## config.mk

```make
export PLATFORM = sky130hd
export DESIGN_NAME = gb_cpu_top
export DESIGN_NICKNAME = d
export VERILOG_FILES = /design/src/gb_bus_pkg.sv /design/src/gb_isa_pkg.sv /design/src/gb_cpu_top.sv /design/src/cpu_regs.sv /design/src/bus_cycle_seq.sv /design/src/instr_decode.sv /design/src/gb_alu.sv
export SDC_FILE = /design/constraint.sdc
export NUM_CORES = 1
export LEC_CHECK = 0
export BUFFER_PORTS_ARGS = -buffer_cell sky130_fd_sc_hd__clkbuf_2
export CORE_ASPECT_RATIO = 1.25
export CORE_MARGIN = 4
export CORE_UTILIZATION = 35
export CTS_CLUSTER_DIAMETER = 100
export DETAILED_ROUTE_END_ITERATION = 16
export SETUP_SLACK_MARGIN = 0.2
export SYNTH_ARGS = -nofsm -noshare
export SYNTH_HDL_FRONTEND = slang
export SYNTH_SLANG_ARGS = --single-unit
```

## constraint.sdc

```tcl
create_clock -name clk -period 5.5 [get_ports clk]
set_input_delay 0.275 -clock clk [delete_from_list [all_inputs] [get_ports clk]]
set_output_delay 0.275 -clock clk [all_outputs]
set_load 0.05 [all_outputs]
```

## src/gb_bus_pkg.sv

```systemverilog
`default_nettype none

package gb_bus_pkg;

    ////////////////////////////////////////////////////////////
    // Machine cycle timing
    ////////////////////////////////////////////////////////////

    // Four clocks per machine cycle
    typedef enum logic [1:0] {
        T_ADDR = 2'd0,  // Address out, rd up, phi up
        T_WAIT = 2'd1,  // Memory access time
        T_DATA = 2'd2,  // Sample din, drive write data
        T_IDLE = 2'd3   // Strobes released
    } t_state_t;

    typedef enum logic [1:0] {
        BUS_NONE  = 2'd0,
        BUS_FETCH = 2'd1,
        BUS_WRITE = 2'd2,
        BUS_READ  = 2'd3
    } bus_op_t;

    typedef enum logic {
        ADDR_PC  = 1'b0,
        ADDR_IMM = 1'b1
    } addr_src_t;

    ////////////////////////////////////////////////////////////
    // Address constants
    ////////////////////////////////////////////////////////////

    localparam logic [7:0]  HIGH_PAGE = 8'hFF;   // LDH upper byte
    localparam logic [15:0] RESET_PC  = 16'h0000;

endpackage

`default_nettype wire
```

## src/gb_isa_pkg.sv

```systemverilog
`default_nettype none

package gb_isa_pkg;

    import gb_bus_pkg::*;

    ////////////////////////////////////////////////////////////
    // Opcodes of the supported subset
    ////////////////////////////////////////////////////////////

    localparam logic [7:0] OP_NOP      = 8'h00;
    localparam logic [7:0] OP_LD_A_D8  = 8'h3E;
    localparam logic [7:0] OP_LDH_A8_A = 8'hE0;
    localparam logic [7:0] OP_JP       = 8'hC3;
    localparam logic [7:0] OP_JP_NZ    = 8'hC2;
    localparam logic [7:0] OP_JP_Z     = 8'hCA;
    localparam logic [7:0] OP_JP_NC    = 8'hD2;
    localparam logic [7:0] OP_JP_C     = 8'hDA;
    localparam logic [7:0] OP_HALT     = 8'h76;

    // ALU A,d8 group is 11xxx110, operation in bits 5..3
    localparam logic [7:0] OP_ALU_D8_MASK  = 8'hC7;
    localparam logic [7:0] OP_ALU_D8_MATCH = 8'hC6;

    typedef enum logic [2:0] {
        ALU_ADD = 3'd0,
        ALU_ADC = 3'd1,
        ALU_SUB = 3'd2,
        ALU_SBC = 3'd3,
        ALU_AND = 3'd4,
        ALU_XOR = 3'd5,
        ALU_OR  = 3'd6,
        ALU_CP  = 3'd7
    } alu_op_t;

    typedef struct packed {
        logic z;
        logic n;
        logic h;
        logic c;
    } flags_t;

    typedef enum logic [1:0] {
        ACC_KEEP = 2'd0,
        ACC_IMM  = 2'd1,
        ACC_ALU  = 2'd2
    } acc_src_t;

    ////////////////////////////////////////////////////////////
    // Control word, one per machine cycle
    ////////////////////////////////////////////////////////////

    typedef struct packed {
        bus_op_t   bus_op;
        addr_src_t addr_src;
        logic      high_mask;  // Address becomes FF00 + imm low
        logic      pc_inc;
        logic      pc_load;
        acc_src_t  acc_src;
        logic      flags_we;
        alu_op_t   alu_op;
        logic      last;       // Final machine cycle of the instruction
        logic      halt;
    } ctrl_t;

endpackage

`default_nettype wire

```

## src/gb_cpu_top.sv

```systemverilog
`timescale 1ns/1ps
`default_nettype none

module gb_cpu_top
    import gb_bus_pkg::*;
    import gb_isa_pkg::*;
(
    input  wire logic       clk,
    input  wire logic       rst,
    input  wire logic [7:0] din,
    output logic [15:0]     a,
    output logic [7:0]      dout,
    output logic            rd,
    output logic            wr,
    output logic            phi,
    output logic            done
);

    ctrl_t       ctrl;
    t_state_t    t_state;
    logic [7:0]  opcode;
    logic [15:0] imm;
    logic [7:0]  acc;
    logic [15:0] pc;
    flags_t      flags;

    ////////////////////////////////////////////////////////////
    // Bus side
    ////////////////////////////////////////////////////////////

    bus_cycle_seq i_bus_cycle_seq (
        .clk     (clk),
        .rst     (rst),
        .ctrl    (ctrl),
        .din     (din),
        .pc      (pc),
        .acc     (acc),
        .t_state (t_state),
        .a       (a),
        .dout    (dout),
        .rd      (rd),
        .wr      (wr),
        .phi     (phi),
        .done    (done),
        .opcode  (opcode),
        .imm     (imm)
    );

    // Decoder and datapath
    instr_decode i_instr_decode (
        .clk     (clk),
        .rst     (rst),
        .t_state (t_state),
        .opcode  (opcode),
        .flags   (flags),
        .ctrl    (ctrl)
    );

    cpu_regs i_cpu_regs (
        .clk     (clk),
        .rst     (rst),
        .t_state (t_state),
        .ctrl    (ctrl),
        .imm     (imm),
        .acc     (acc),
        .flags   (flags),
        .pc      (pc)
    );

endmodule

`default_nettype wire

```

## src/cpu_regs.sv

```systemverilog
`timescale 1ns/1ps
`default_nettype none

module cpu_regs
    import gb_bus_pkg::*;
    import gb_isa_pkg::*;
(
    input  wire logic        clk,
    input  wire logic        rst,
    input  wire t_state_t    t_state,
    input  wire ctrl_t       ctrl,
    input  wire logic [15:0] imm,
    output logic [7:0]       acc,
    output flags_t           flags,
    output logic [15:0]      pc
);

    logic [7:0] alu_result;
    flags_t     alu_flags;
    logic       bus_rd_cycle;

    // Operand B is always the d8 byte
    gb_alu i_gb_alu (
        .a         (acc),
        .b         (imm[7:0]),
        .op        (ctrl.alu_op),
        .flags_in  (flags),
        .result    (alu_result),
        .flags_out (alu_flags)
    );

    assign bus_rd_cycle = (ctrl.bus_op == BUS_FETCH) || (ctrl.bus_op == BUS_READ);

    ////////////////////////////////////////////////////////////
    // A and F, updated alongside the next fetch
    ////////////////////////////////////////////////////////////

    always_ff @(posedge clk or posedge rst) begin
        if (rst) begin
            acc   <= 8'h00;
            flags <= '0;
        end else if (t_state == T_ADDR) begin
            case (ctrl.acc_src)
                ACC_IMM: acc <= imm[7:0];
                ACC_ALU: acc <= alu_result;
                default: acc <= acc;     // ACC_KEEP
            endcase
            if (ctrl.flags_we) begin
                flags <= alu_flags;
            end
        end
    end

    // Program counter with its own incrementer
    always_ff @(posedge clk or posedge rst) begin
        if (rst) begin
            pc <= RESET_PC;
        end else if ((t_state == T_WAIT) && ctrl.pc_inc && bus_rd_cycle) begin
            pc <= pc + 16'd1;
        end else if ((t_state == T_IDLE) && ctrl.pc_load) begin
            pc <= imm;                   // Jump target
        end
    end

endmodule

`default_nettype wire

```

## src/bus_cycle_seq.sv

```systemverilog
`timescale 1ns/1ps
`default_nettype none

module bus_cycle_seq
    import gb_bus_pkg::*;
    import gb_isa_pkg::*;
(
    input  wire logic        clk,
    input  wire logic        rst,
    input  wire ctrl_t       ctrl,
    input  wire logic [7:0]  din,
    input  wire logic [15:0] pc,
    input  wire logic [7:0]  acc,
    output t_state_t         t_state,
    output logic [15:0]      a,
    output logic [7:0]       dout,
    output logic             rd,
    output logic             wr,
    output logic             phi,
    output logic             done,
    output logic [7:0]       opcode,
    output logic [15:0]      imm
);

    logic [15:0] bus_addr;
    logic        imm_hi;    // Next read fills the high byte

    always_comb begin
        if (ctrl.addr_src == ADDR_IMM) begin
            bus_addr = ctrl.high_mask ? {HIGH_PAGE, imm[7:0]} : imm;
        end else begin
            bus_addr = pc;
        end
    end

    ////////////////////////////////////////////////////////////
    // T-cycle counter and bus strobes
    ////////////////////////////////////////////////////////////

    always_ff @(posedge clk or posedge rst) begin
        if (rst) begin
            t_state <= T_ADDR;
            a       <= 16'h0000;
            dout    <= 8'h00;
            rd      <= 1'b0;
            wr      <= 1'b0;
            phi     <= 1'b1;
            done    <= 1'b0;
            opcode  <= OP_NOP;
            imm_hi  <= 1'b0;
        end else begin
            case (t_state)
                T_ADDR: begin
                    phi <= 1'b1;
                    wr  <= 1'b0;
                    if (ctrl.halt) begin
                        done <= 1'b1;   // Stay here for good
                        rd   <= 1'b0;
                    end else begin
                        a       <= bus_addr;
                        rd      <= (ctrl.bus_op == BUS_FETCH) || (ctrl.bus_op == BUS_READ);
                        t_state <= T_WAIT;
                    end
                end
                T_WAIT: t_state <= T_DATA;
                T_DATA: begin
                    case (ctrl.bus_op)
                        BUS_WRITE: begin
                            wr   <= 1'b1;
                            dout <= acc;
                        end
                        BUS_FETCH: begin
                            opcode <= din;
                            imm_hi <= 1'b0;
                        end
                        BUS_READ: imm_hi <= 1'b1;
                        default: ;
                    endcase
                    rd      <= 1'b0;
                    phi     <= 1'b0;
                    t_state <= T_IDLE;
                end
                default: begin
                    rd      <= 1'b0;
                    wr      <= 1'b0;
                    dout    <= 8'h00;
                    t_state <= T_ADDR;
                end
            endcase
        end
    end

    // Immediate bytes, little endian across the reads of one instruction
    always_ff @(posedge clk) begin
        if ((t_state == T_DATA) && (ctrl.bus_op == BUS_READ)) begin
            if (imm_hi) begin
                imm[15:8] <= din;
            end else begin
                imm[7:0] <= din;
            end
        end
    end

endmodule

`default_nettype wire

```

## src/instr_decode.sv

```systemverilog
`timescale 1ns/1ps
`default_nettype none

module instr_decode
    import gb_bus_pkg::*;
    import gb_isa_pkg::*;
(
    input  wire logic     clk,
    input  wire logic     rst,
    input  wire t_state_t t_state,
    input  wire logic [7:0] opcode,
    input  wire flags_t   flags,
    output ctrl_t         ctrl
);

    logic [1:0] m_cycle;
    logic       is_ld;
    logic       is_alu;
    logic       is_ldh;
    logic       is_jp;
    logic       is_jp_cc;
    logic       multi;
    logic       cc_flag;
    logic       cond_ok;

    ////////////////////////////////////////////////////////////
    // Opcode classes
    ////////////////////////////////////////////////////////////

    assign is_ld    = (opcode == OP_LD_A_D8);
    assign is_alu   = ((opcode & OP_ALU_D8_MASK) == OP_ALU_D8_MATCH);
    assign is_ldh   = (opcode == OP_LDH_A8_A);
    assign is_jp    = (opcode == OP_JP);
    assign is_jp_cc = (opcode == OP_JP_NZ) || (opcode == OP_JP_Z) ||
                      (opcode == OP_JP_NC) || (opcode == OP_JP_C);
    assign multi    = is_ld | is_alu | is_ldh | is_jp | is_jp_cc;

    // Bit 4 picks C over Z, bit 3 picks set over clear
    assign cc_flag = opcode[4] ? flags.c : flags.z;
    assign cond_ok = opcode[3] ? cc_flag : ~cc_flag;

    // Machine cycle counter, steps at the end of each bus cycle
    always_ff @(posedge clk or posedge rst) begin
        if (rst) begin
            m_cycle <= 2'd0;
        end else if (t_state == T_IDLE) begin
            m_cycle <= ctrl.last ? 2'd0 : m_cycle + 2'd1;
        end
    end

    ////////////////////////////////////////////////////////////
    // Control word per machine cycle
    ////////////////////////////////////////////////////////////

    always_comb begin
        ctrl          = '0;
        ctrl.bus_op   = BUS_NONE;
        ctrl.addr_src = ADDR_PC;
        ctrl.acc_src  = ACC_KEEP;
        ctrl.alu_op   = alu_op_t'(opcode[5:3]);

        case (m_cycle)
            2'd0: begin
                // Opcode still holds the finished instruction until T_DATA
                if (opcode == OP_HALT) begin
                    ctrl.halt = 1'b1;
                    ctrl.last = 1'b1;
                end else begin
                    ctrl.bus_op = BUS_FETCH;
                    ctrl.pc_inc = 1'b1;
                    ctrl.last   = ~multi;  // Seen with the new opcode at T_IDLE
                end
                if (is_ld) begin
                    ctrl.acc_src = ACC_IMM;
                end
                if (is_alu) begin
                    ctrl.flags_we = 1'b1;
                    if (ctrl.alu_op != ALU_CP) begin
                        ctrl.acc_src = ACC_ALU;
                    end
                end
            end
            2'd1: begin
                ctrl.bus_op = BUS_READ;           // d8, a8 or target low
                ctrl.pc_inc = 1'b1;
                ctrl.last   = is_ld | is_alu | ~multi;
            end
            2'd2: begin
                if (is_ldh) begin
                    ctrl.bus_op    = BUS_WRITE;
                    ctrl.addr_src  = ADDR_IMM;
                    ctrl.high_mask = 1'b1;
                    ctrl.last      = 1'b1;
                end else if (is_jp | is_jp_cc) begin
                    ctrl.bus_op = BUS_READ;       // Target high
                    ctrl.pc_inc = 1'b1;
                    ctrl.last   = is_jp_cc & ~cond_ok;
                end else begin
                    ctrl.last = 1'b1;
                end
            end
            default: begin
                ctrl.pc_load = is_jp | is_jp_cc;  // Idle bus, PC takes target
                ctrl.last    = 1'b1;
            end
        endcase
    end

endmodule

`default_nettype wire

```

## src/gb_alu.sv

```systemverilog
`timescale 1ns/1ps
`default_nettype none

module gb_alu
    import gb_isa_pkg::*;
(
    input  wire logic [7:0] a,
    input  wire logic [7:0] b,
    input  wire alu_op_t    op,
    input  wire flags_t     flags_in,
    output logic [7:0]      result,
    output flags_t          flags_out
);

    logic       cin;
    logic [4:0] sum_lo;
    logic [8:0] sum;
    logic [4:0] dif_lo;
    logic [8:0] dif;

    // Only the carry forms take the incoming C
    assign cin = ((op == ALU_ADC) || (op == ALU_SBC)) ? flags_in.c : 1'b0;

    // Nibble sums give H, full sums give C
    assign sum_lo = {1'b0, a[3:0]} + {1'b0, b[3:0]} + {4'b0, cin};
    assign sum    = {1'b0, a} + {1'b0, b} + {8'b0, cin};
    assign dif_lo = {1'b0, a[3:0]} - {1'b0, b[3:0]} - {4'b0, cin};
    assign dif    = {1'b0, a} - {1'b0, b} - {8'b0, cin};

    always_comb begin
        result      = a;
        flags_out   = '0;
        case (op)
            ALU_ADD, ALU_ADC: begin
                result      = sum[7:0];
                flags_out.h = sum_lo[4];
                flags_out.c = sum[8];
            end
            ALU_SUB, ALU_SBC: begin
                result      = dif[7:0];
                flags_out.n = 1'b1;
                flags_out.h = dif_lo[4];  // Borrow out of bit 3
                flags_out.c = dif[8];
            end
            ALU_CP: begin
                result      = a;          // Compare leaves A alone
                flags_out.n = 1'b1;
                flags_out.h = dif_lo[4];
                flags_out.c = dif[8];
            end
            ALU_AND: begin
                result      = a & b;
                flags_out.h = 1'b1;
            end
            ALU_XOR: result = a ^ b;
            ALU_OR:  result = a | b;
            default: result = a;
        endcase

        // Z of a compare comes from the difference, not the result
        if (op == ALU_CP) begin
            flags_out.z = (dif[7:0] == 8'h00);
        end else begin
            flags_out.z = (result == 8'h00);
        end
    end

endmodule

`default_nettype wire

```

======== Word level (Yosys, flattened, before mapping) ========
Cells that the tools add are included.
cells by class
  add/subtract/negate cells ............... 6
  eq/ne operators ......................... 29
  multiplexer cells ....................... 43
  bitwise gates (word level) .............. 17
  reduce and logical (&&, ||, !) cells .... 33
operators with widths
  operator                                                                count
  16-bit 2-to-1 mux                                                       4
  8-bit equality test (second input constant)                             6
  8-bit one-hot mux with 6 select lines                                   1
  8-bit one-hot mux with 2 select lines                                   2
  2-bit AND reduction                                                     10
  1-bit 2-to-1 mux                                                        17
  16-bit by 1-bit adder with 16-bit output (second input constant)        1
  8-bit logical NOT                                                       2
  2-bit 2-to-1 mux                                                        7
  2-bit equality test (second input constant)                             6
  3-bit equality test (second input constant)                             4
  2-bit one-hot mux with 3 select lines                                   2
  1-bit one-hot mux with 2 select lines                                   5
  8-bit by 8-bit adder with 9-bit output                                  1
  9-bit by 1-bit adder with 9-bit output                                  1
  8-bit by 8-bit subtractor with 9-bit output                             1
  9-bit by 1-bit subtractor with 9-bit output                             1
  8-bit AND                                                               1
  2-bit by 1-bit equality test with 1-bit output (second input constant)  4
  8-bit by 6-bit equality test with 1-bit output (second input constant)  1
  8-bit by 7-bit equality test with 1-bit output (second input constant)  1
  8-bit 2-to-1 mux                                                        1
  8-bit OR                                                                1
  2-bit nonzero test                                                      4
  other kinds (18)                                                        44
storage, ports and cells
  register bits after elaboration ......... 83
  output and inout port bits .............. 28

======== Logic depth before layout (Yosys ltp) ========
Gate-level depths: netlist of run 1.
  depth after elaboration ................. 12
  depth in mapped cells ................... 15
  gate-level depth less buffers ........... 12

======== Cells and area by module ========
From an unflattened synthesis of run 1, not the netlist that was laid out.
unflattened totals
  cells, all modules ...................... 594
  area, all modules ....................... 5693.0 um^2
by module, submodules not included
  module         instances  cells an instance  area each (um^2)  seq. area each (um^2)
  bus_cycle_seq  1          188                2267.2            1457.6
  cpu_regs       1          155                1525.2            700.7
  gb_alu         1          191                1457.6            0.0
  instr_decode   1          60                 442.9             50.0

======== Worst setup path after synthesis of run 1 ========
Ideal clock, no wire load.
  path type ............................... reg2reg
  from .................................... register i_bus_cycle_seq.opcode[5]
  to ...................................... register, netlist name i_cpu_regs.flags[3]
  setup time .............................. 0.120 ns
  data arrival time ....................... 3.031 ns
  required time ........................... 5.380 ns
  slack ................................... 2.349 ns
  cell stages (with the launch flop) ...... 14
  path buffers ............................ 3
  cell sequence ........................... dfrtp_1 -> buf_4 -> clkbuf_1 -> clkbuf_1 -> nand3b_1 -> fa_1 -> fa_1 -> nand2b_1 -> a21oi_1 -> o21a_1 -> nor3_1 -> o41ai_1 -> nor3_1 -> a31o_2
between the ends
  cells in the longest elaborated chain, start to end .. 7
  elaborated cells on any way between the ends .. 18
  those cells by class .................... add/sub: 2; eq/ne: 7; mux: 3; reduce/logical: 6
ends and longest elaborated chain
  what                                                                                                                     RTL line                    text
  start: declaration                                                                                                       bus_cycle_seq.sv:21         output logic [7:0] opcode,
  start signal: assignment                                                                                                 bus_cycle_seq.sv:73         opcode <= din;
  3-bit by 1-bit equality test with 1-bit output / 3-bit by 2-bit equality test with 1-bit output (equally long branches)  gb_alu.sv:22, gb_alu.sv:33
  1-bit logical OR                                                                                                         gb_alu.sv:22                assign cin = ((op == ALU_ADC) || (op == ALU_SBC)) ? flags_in.c : 1'b0;
  1-bit 2-to-1 mux                                                                                                         gb_alu.sv:22
  9-bit by 1-bit subtractor with 9-bit output / 9-bit by 1-bit adder with 9-bit output (equally long branches)             gb_alu.sv:28, gb_alu.sv:26
  8-bit one-hot mux with 6 select lines                                                                                    gb_alu.sv:33                case (op)
  8-bit logical NOT                                                                                                        gb_alu.sv:64                flags_out.z = (result == 8'h00);
  1-bit 2-to-1 mux *                                                                                                       gb_alu.sv:61                if (op == ALU_CP) begin
Mark *: on every way between the ends. The rest lies on a longest branch, timed or not.
A chain may end at the register's enable or synchronous reset.

======== Worst setup path in the final report of run 1 ========
  from .................................... register i_bus_cycle_seq.opcode[5]
  to ...................................... register i_cpu_regs.acc[7]
between the ends
  cells in the longest elaborated chain, start to end .. 8
  elaborated cells on any way between the ends .. 26
  those cells by class .................... add/sub: 2; eq/ne: 11; mux: 7; reduce/logical: 6
ends and longest elaborated chain
  what                                                                                 RTL line        text
  branches (longest 8 deep; another with 9-bit by 1-bit subtractor with 9-bit output)  -
  end signal: assignment                                                               cpu_regs.sv:44  ACC_IMM: acc <= imm[7:0];
  end signal: assignment                                                               cpu_regs.sv:45  ACC_ALU: acc <= alu_result;
  end: declaration                                                                     cpu_regs.sv:13  output logic [7:0] acc,
Parallel ways; which one is timed is not known.

==> impl_metrics.ini, run 1 <==
[placed_design]
port_buffers = 37
placement.cell_area_sq_um = 5620
dpl_worst_slack_ns = 2.43
dpl.hpwl_microns = 9500
gp_congestion = 0.883

[synth]
yosysMostFrequentCell = dfrtp_1
synth_ff_type = dfrtp_1
synth_warnings = 0
syn_area_per_cell_sq_um = 9.58
synthTopCellsByCount = 66 x dfrtp_1, 62 x nand2_1, 48 x o21ai_0, 47 x inv_1
yosysTopAreaCellShare = 0.312
synth_fp_nets = 606
synth_edf_count = 16
synth.distinct_cells = 68
synthArstFlopShare = 0.807
ys_ff_latch = 83
synth_area_leaders = dfrtp_1 31%, ha_1 9.5%, edfxtp_1 9.1%, o21ai_0 4.5%, nand2_1 4.4%
ys_seq_area_frac = 0.408
syn_area_sq_um = 5290
syn_inst = 552
yosys.area.top_type = dfrtp_1

[clock_network]
path_clk_slew_ns = 0.07
cts_hold_buf = 0
cts_buffers = 9
cts_root_buf = clkbuf_16
cts.sinks = 83
post_cts_buffers = 0
post_cts_resized = 0
insertion_delay_ns = 0.34
cts_tree = built
clockBufferDepth = 2
htree_levels = 3

[sta]
drv_slew = 0
post-route-period-util = 0.575
finalSetupViolations = 0
relSlewSlack = 0.260
worstMarginPinSlew_ns = 1.11
layout_min_cycle_time_ns = 3.16
rsz0062_at_grt = false
skew_ns = 0.00985
worst_slack_ns = 2.34
finalSetupTns_ns = 0
fmax_mhz = 316
hold_viol = 0

[die]
start_util = 0.355
die_w_microns = 118
fp.coreArea_sq_um = 14900
die_y_microns = 145
fp-row-count = 50
ios = 38
die_area_sq_um = 17200

[final_layout]
fillers = 1507
area_growth_pct = 11.8
stdcell_area_sq_um = 5920
multi_input_area_sq_um = 2840
register_area_sq_um = 2160
drive_above_1_share = 0.152
layout.nets = 635
num_antenna_cells = 0

[global_routing]
grt_pass1_wl_microns = 21600
grt_util_all_layers = 0.155
overflow = 0
grt_pass1_vias = 4129
antenna_found_initial = 0
grt_max_degree = 68

[hold_path]
hold_start = din[7]
hold_path_class = primary input to register
worstHoldEndpoint = i_bus_cycle_seq.imm[7]
whs_path_depth = 1

[routing]
drt_pre_antenna_iters = 5
drc = 0
drtIter0Drc = 287
vias = 4082
routed_wl_microns = 12900
routedWlPerCell_microns = 16.7
vias_per_cell = 5.32
ant_nets = 0

[pwr]
p_total_uw = 3730
clkPwrFrac = 0.163
ir_drop_mv = 0.210
power_switching_uw = 1790
pwr-share-seq = 0.271
p_comb_frac = 0.566
internal_power_uw = 1930
p_per_area_nw_per_um2 = 630
swShare = 0.481
p_leak_uw = 0.00261

[critical_path]
crit_chain = buf_4 -> nand3b_1 -> fa_1 -> inv_1 -> ha_1 -> o21ai_0 -> a32oi_1 -> mux2i_1 -> a31oi_1 -> o31a_1 -> a211oi_1 -> a21o_1
endpoint_kind = register
reg2reg_to = i_cpu_regs.acc[7]
crit_type = register to register
r2r_cells = 12
worst_setup_path_start_kind = register
worstPathRequired_ns = 5.79
path_buf_inv = 2
reg2reg_from = i_bus_cycle_seq.opcode[5]
r2r_slack_ns = 2.34
crit_start = i_bus_cycle_seq.opcode[5]
cp_slowest_cell = fa_1
critPathMaxFanout = 27
arrival_ns = 3.45
slowest_delay_ns = 0.53
crit_family = compound AO/OA/AOI/OAI gates

[flow_run]
max_cap_violations = 0

[status]
status = completed
worst reg2reg max path: cells and delay by family (launching register included):
family	cells	cell delay [ns]
buffers and inverters	2	0.29
and+or+nand+nor	1	0.25
adders and majority gates	2	0.71
AOI/OAI and AO/OA	6	1.25
DFF	1	0.36
muxes	1	0.25
cell type report:
cell class,instances,share of cell area
Sequential cell,83,0.365
Multi-Input combinational cell,398,0.480
Clock inverter,6,0.0110
Tap cell,182,0.0385
Timing Repair Buffer,42,0.0376
Inverter,47,0.0298
Clock buffer,10,0.0387
flip-flops by register name (all words and copies together), names as in the netlist:
signal,count
i_bus_cycle_seq.imm_hi,1
i_bus_cycle_seq.a,16
i_bus_cycle_seq.dout,8
i_bus_cycle_seq.phi,1
i_bus_cycle_seq.wr,1
i_bus_cycle_seq.imm,16
i_cpu_regs.pc,16
i_cpu_regs.flags,2
i_bus_cycle_seq.done,1
i_bus_cycle_seq.opcode,8
i_bus_cycle_seq.t_state,2
i_instr_decode.m_cycle,2
i_bus_cycle_seq.rd,1
i_cpu_regs.acc,8
power groups by stage:
stage / sequential [uW] / clock, uW / combinational, uW
after floorplan: 1270 / 0 / 1400
after global placement: 1010 / 0 / 2090
after detailed placement: 1020 / 0 / 2110
after CTS: 1010 / 623 / 2120
after global routing: 1040 / 647 / 2350
final: 1010 / 606 / 2110
metal layers:
layer	GRT usage	vias to the layer above	routed length [microns]
met1	0.206	1958	6000
li1	-	2013	-
met3	0.0288	19	480
met5	0	-	0
met4	0.0487	0	211
met2	0.258	92	6170
cells in the final DEF, fill, tap and decap left out, types with 11 or more instances in the layout:
master / count
nor2_1: 40
nand3_1: 11
ha_1: 40
edfxtp_1: 16
nand2_1: 62
o21ai_0: 48
dfrtp_1: 66
a21oi_1: 24
mux2i_1: 21
nor3_1: 12
inv_1: 46
clkbuf_2: 37
cell families (layout without fill, tap and decap cells):
logic type | count (synthesis) | after routing | synth area share
xor gates and xnor gates | 11 | 11 | 0.0182
buffers and inverters | 71 | 105 | 0.0565
AOI/OAI and AO/OA | 140 | 140 | 0.175
and+or+nand+nor | 167 | 167 | 0.150
DFF | 83 | 83 | 0.408
adders and majority gates | 44 | 44 | 0.110
muxes | 36 | 36 | 0.0823
worst max-delay path by stage:
stage	to	cells after the start
finish	i_cpu_regs.acc[7]	12
global route	i_cpu_regs.acc[7]	12
CTS	i_cpu_regs.acc[7]	12
detailed placement	i_cpu_regs.acc[7]	12
global placement	i_cpu_regs.acc[7]	12
floorplan	i_cpu_regs.flags[3]	13
per-stage QoR:
stage	hold WS, ns	utilization	cells
after floorplan	0.374	-	552
after global placement	0.461	0.378	752
after detailed placement	0.460	0.378	752
after CTS	0.152	0.397	768
after global routing	0.160	0.397	768
final	0.160	0.397	768
No activity file was read; power rests on OpenSTA's default activity.
==> inputs of run 2 (changes only) <==
- ABC_AREA: not set -> 1
- clock period: 5.5 -> 2.5 ns (I/O delays scaled with it)
==> run 2 against run 1 <==
Net effect: final cell count up 40%; utilization rose by 6.8 points; largest cell class unchanged; register-to-register slack got worse by 2.3 ns; sequential share of layout area shrank 6.9 points; die area increased by 6.3%; power is 130% higher; setup slack worse by 2.3 ns; routed wire length up 33%; synthesized cell count is 37% higher; count of clock-buffer cells in the layout down 1.
==> impl_metrics.ini, run 2 <==
[status]
status = completed

[pwr]
p_leak_uw = 0.00361
ir_drop_mv = 0.406
p_per_area_nw_per_um2 = 1190
p_total_uw = 8720

[clock_network]
path_clk_slew_ns = 0.07
cts_tree = built
cts.sinks = 83
cts_root_buf = clkbuf_16
insertion_delay_ns = 0.34
htree_levels = 3
cts_buffers = 9
clockBufferDepth = 2

[synth]
syn_area_sq_um = 5640
syn_inst = 756
yosys.area.top_type = dfrtp_1
ys_seq_area_frac = 0.382
ys_ff_latch = 83
synthTopCellsByCount = 190 x nand2_1, 115 x inv_1, 68 x o21ai_0, 66 x dfrtp_1, 61 x nor2_1
synth_fp_nets = 810
synth.distinct_cells = 42
synth_ff_type = dfrtp_1
synth_area_leaders = dfrtp_1 29%, nand2_1 13%, ha_1 8.9%, edfxtp_1 8.5%, inv_1 7.6%
synth_edf_count = 16
yosysTopAreaCellShare = 0.293
synthArstFlopShare = 0.807
synth_warnings = 0
yosysMostFrequentCell = nand2_1
syn_area_per_cell_sq_um = 7.47

[sta]
drv_slew = 0
hold_viol = 0
post-route-period-util = 0.969
layout_min_cycle_time_ns = 2.42
finalSetupTns_ns = 0
worst_slack_ns = 0.0784
worstMarginPinSlew_ns = 0.615
relSlewSlack = 0.587
finalSetupViolations = 0
rsz0062_at_grt = true
skew_ns = 0.00730
fmax_mhz = 413

[final_layout]
drive_above_1_share = 0.251
final_common_cell = nand2_1
top_regs = i_bus_cycle_seq.a x16, i_bus_cycle_seq.imm x16, i_cpu_regs.pc x16
post-route-util = 0.465
final_cell_mix = 176 x nand2_1, 101 x inv_1, 66 x dfrtp_1
num_antenna_cells = 0
layout.nets = 912
area_growth_pct = 29.4

[flow_run]
max_cap_violations = 0

[critical_path]
worstPathRequired_ns = 2.77
endpoint_kind = register
arrival_ns = 2.69
worst_setup_path_start_kind = register
crit_type = register to register
critPathMaxFanout = 3
r2r_cells = 12

[die]
ios = 38
die_w_microns = 122
start_util = 0.360
fp-row-count = 51
die_area_sq_um = 18200
fp.coreArea_sq_um = 15700
die_y_microns = 150

[global_routing]
grt_max_degree = 68
grt_util_all_layers = 0.183
grt_pass1_vias = 5106
overflow = 0
grt_pass1_wl_microns = 26300
antenna_found_initial = 0

[hold_path]
whs_path_depth = 1
hold_path_class = primary input to register

[routing]
routed_wl_microns = 17100
drc = 0
vias = 5428
routedWlPerCell_microns = 15.9
ant_nets = 0
vias_per_cell = 5.05
drt_pre_antenna_iters = 5
drtIter0Drc = 551

[placed_design]
gp_congestion = 0.952
port_buffers = 37
dpl.hpwl_microns = 12500
dpl_worst_slack_ns = 0.0484
run 2: cell count changes after synthesis, moves of 7 or more:
| cell | previous run | this run |
|---|---|---|
| nand2_1 | 62 | 190 |
| mux2_2 | 10 | 0 |
| nand4_1 | 6 | 29 |
| o21ai_0 | 48 | 68 |
| nand3_1 | 11 | 48 |
| o21a_1 | 8 | 0 |
| inv_1 | 47 | 115 |
| mux2i_1 | 21 | 0 |
| o31ai_1 | 8 | 1 |
| nor2_1 | 40 | 61 |
| nand2b_1 | 8 | 0 |
run 2: worst paths after layout:
| path | from | end | slack (ns) |
|---|---|---|---|
| min in group asynchronous | rst | i_cpu_regs.pc[14] | 0.39 |
| min reg2reg | i_bus_cycle_seq.done | i_bus_cycle_seq.done | 0.46 |
| max | i_bus_cycle_seq.imm[0] | i_cpu_regs.flags[3] | 0.08 |
| max reg2reg | i_bus_cycle_seq.imm[0] | i_cpu_regs.flags[3] | 0.08 |
| max in group asynchronous | rst | i_bus_cycle_seq.phi | 1.78 |
| min | din[2] | i_bus_cycle_seq.imm[10] | 0.05 |
run 2: layout make-up:
type / instances / area, sq um
Timing Repair Buffer: 104 / 806
Clock inverter: 7 / 70.1
Clock buffer: 9 / 225
Fill cell: 1559 / 8400
Timing Repair inverter: 2 / 15.0
Sequential cell: 83 / 2160
Inverter: 120 / 494
Tap cell: 212 / 265
Multi-Input combinational cell: 538 / 3270
run 2: report_power, final:
group | total (uW) | switching (uW) | internal, uW
registers | 2180 | 374 | 1800
clock network | 1330 | 626 | 702
logic | 5210 | 3310 | 1910
total | 8720 | 4310 | 4410
run 2: critical path, stage by stage, from the launching register on:
cell and delay (ns):
edfxtp_1 0.49, fa_2 0.38, inv_1 0.10, fa_2 0.45, o21ai_1 0.15, o21ai_0 0.10, nor2_1 0.11, nor2_1 0.06
nor2_1 0.09, nand3_1 0.09, nor2_1 0.11, nand3_1 0.10, a21oi_1 0.13
run 2: kinds of logic (layout without fill, tap and decap cells):
kind of cell | count (synthesis) | after routing | share of synthesized area
AO/OA/AOI/OAI | 119 | 119 | 0.115
XOR/XNOR | 7 | 7 | 0.0109
adder cells (fa/ha/maj) | 44 | 44 | 0.103
buffers and inverters | 135 | 242 | 0.0978
flip-flops | 83 | 83 | 0.382
AND/OR/NAND/NOR | 368 | 368 | 0.292
run 2: metal layers:
metal	up-vias	routed length [microns]	global-route usage	share of wire
met5	-	0	0	0
met4	0	430	0.0555	0.025
met3	28	661	0.0234	0.039
met2	151	9110	0.333	0.53
met1	2563	6890	0.224	0.40
li1	2686	-	-	-
run 2: through the flow:
step / instances / area [sq um] / hold slack, ns
floorplan: 756 / 5670 / 0.224
global placement: 1025 / 6290 / 0.220
detailed placement: 1025 / 6290 / 0.220
CTS: 1050 / 6700 / 0.00764
global route: 1075 / 7300 / 0.0421
finish: 1075 / 7300 / 0.0492
run 2: repair_timing:
| action | CTS | global route |
|---|---|---|
| endpoints found under the hold margin | 66 | 0 |
| resized for setup | 19 | 112 |
| pin swaps | 16 | 28 |
| setup endpoints to repair | 14 | 60 |
| hold buffers | 1 | 0 |
| buffers inserted | 6 | 23 |
| gates cloned | 2 | 2 |
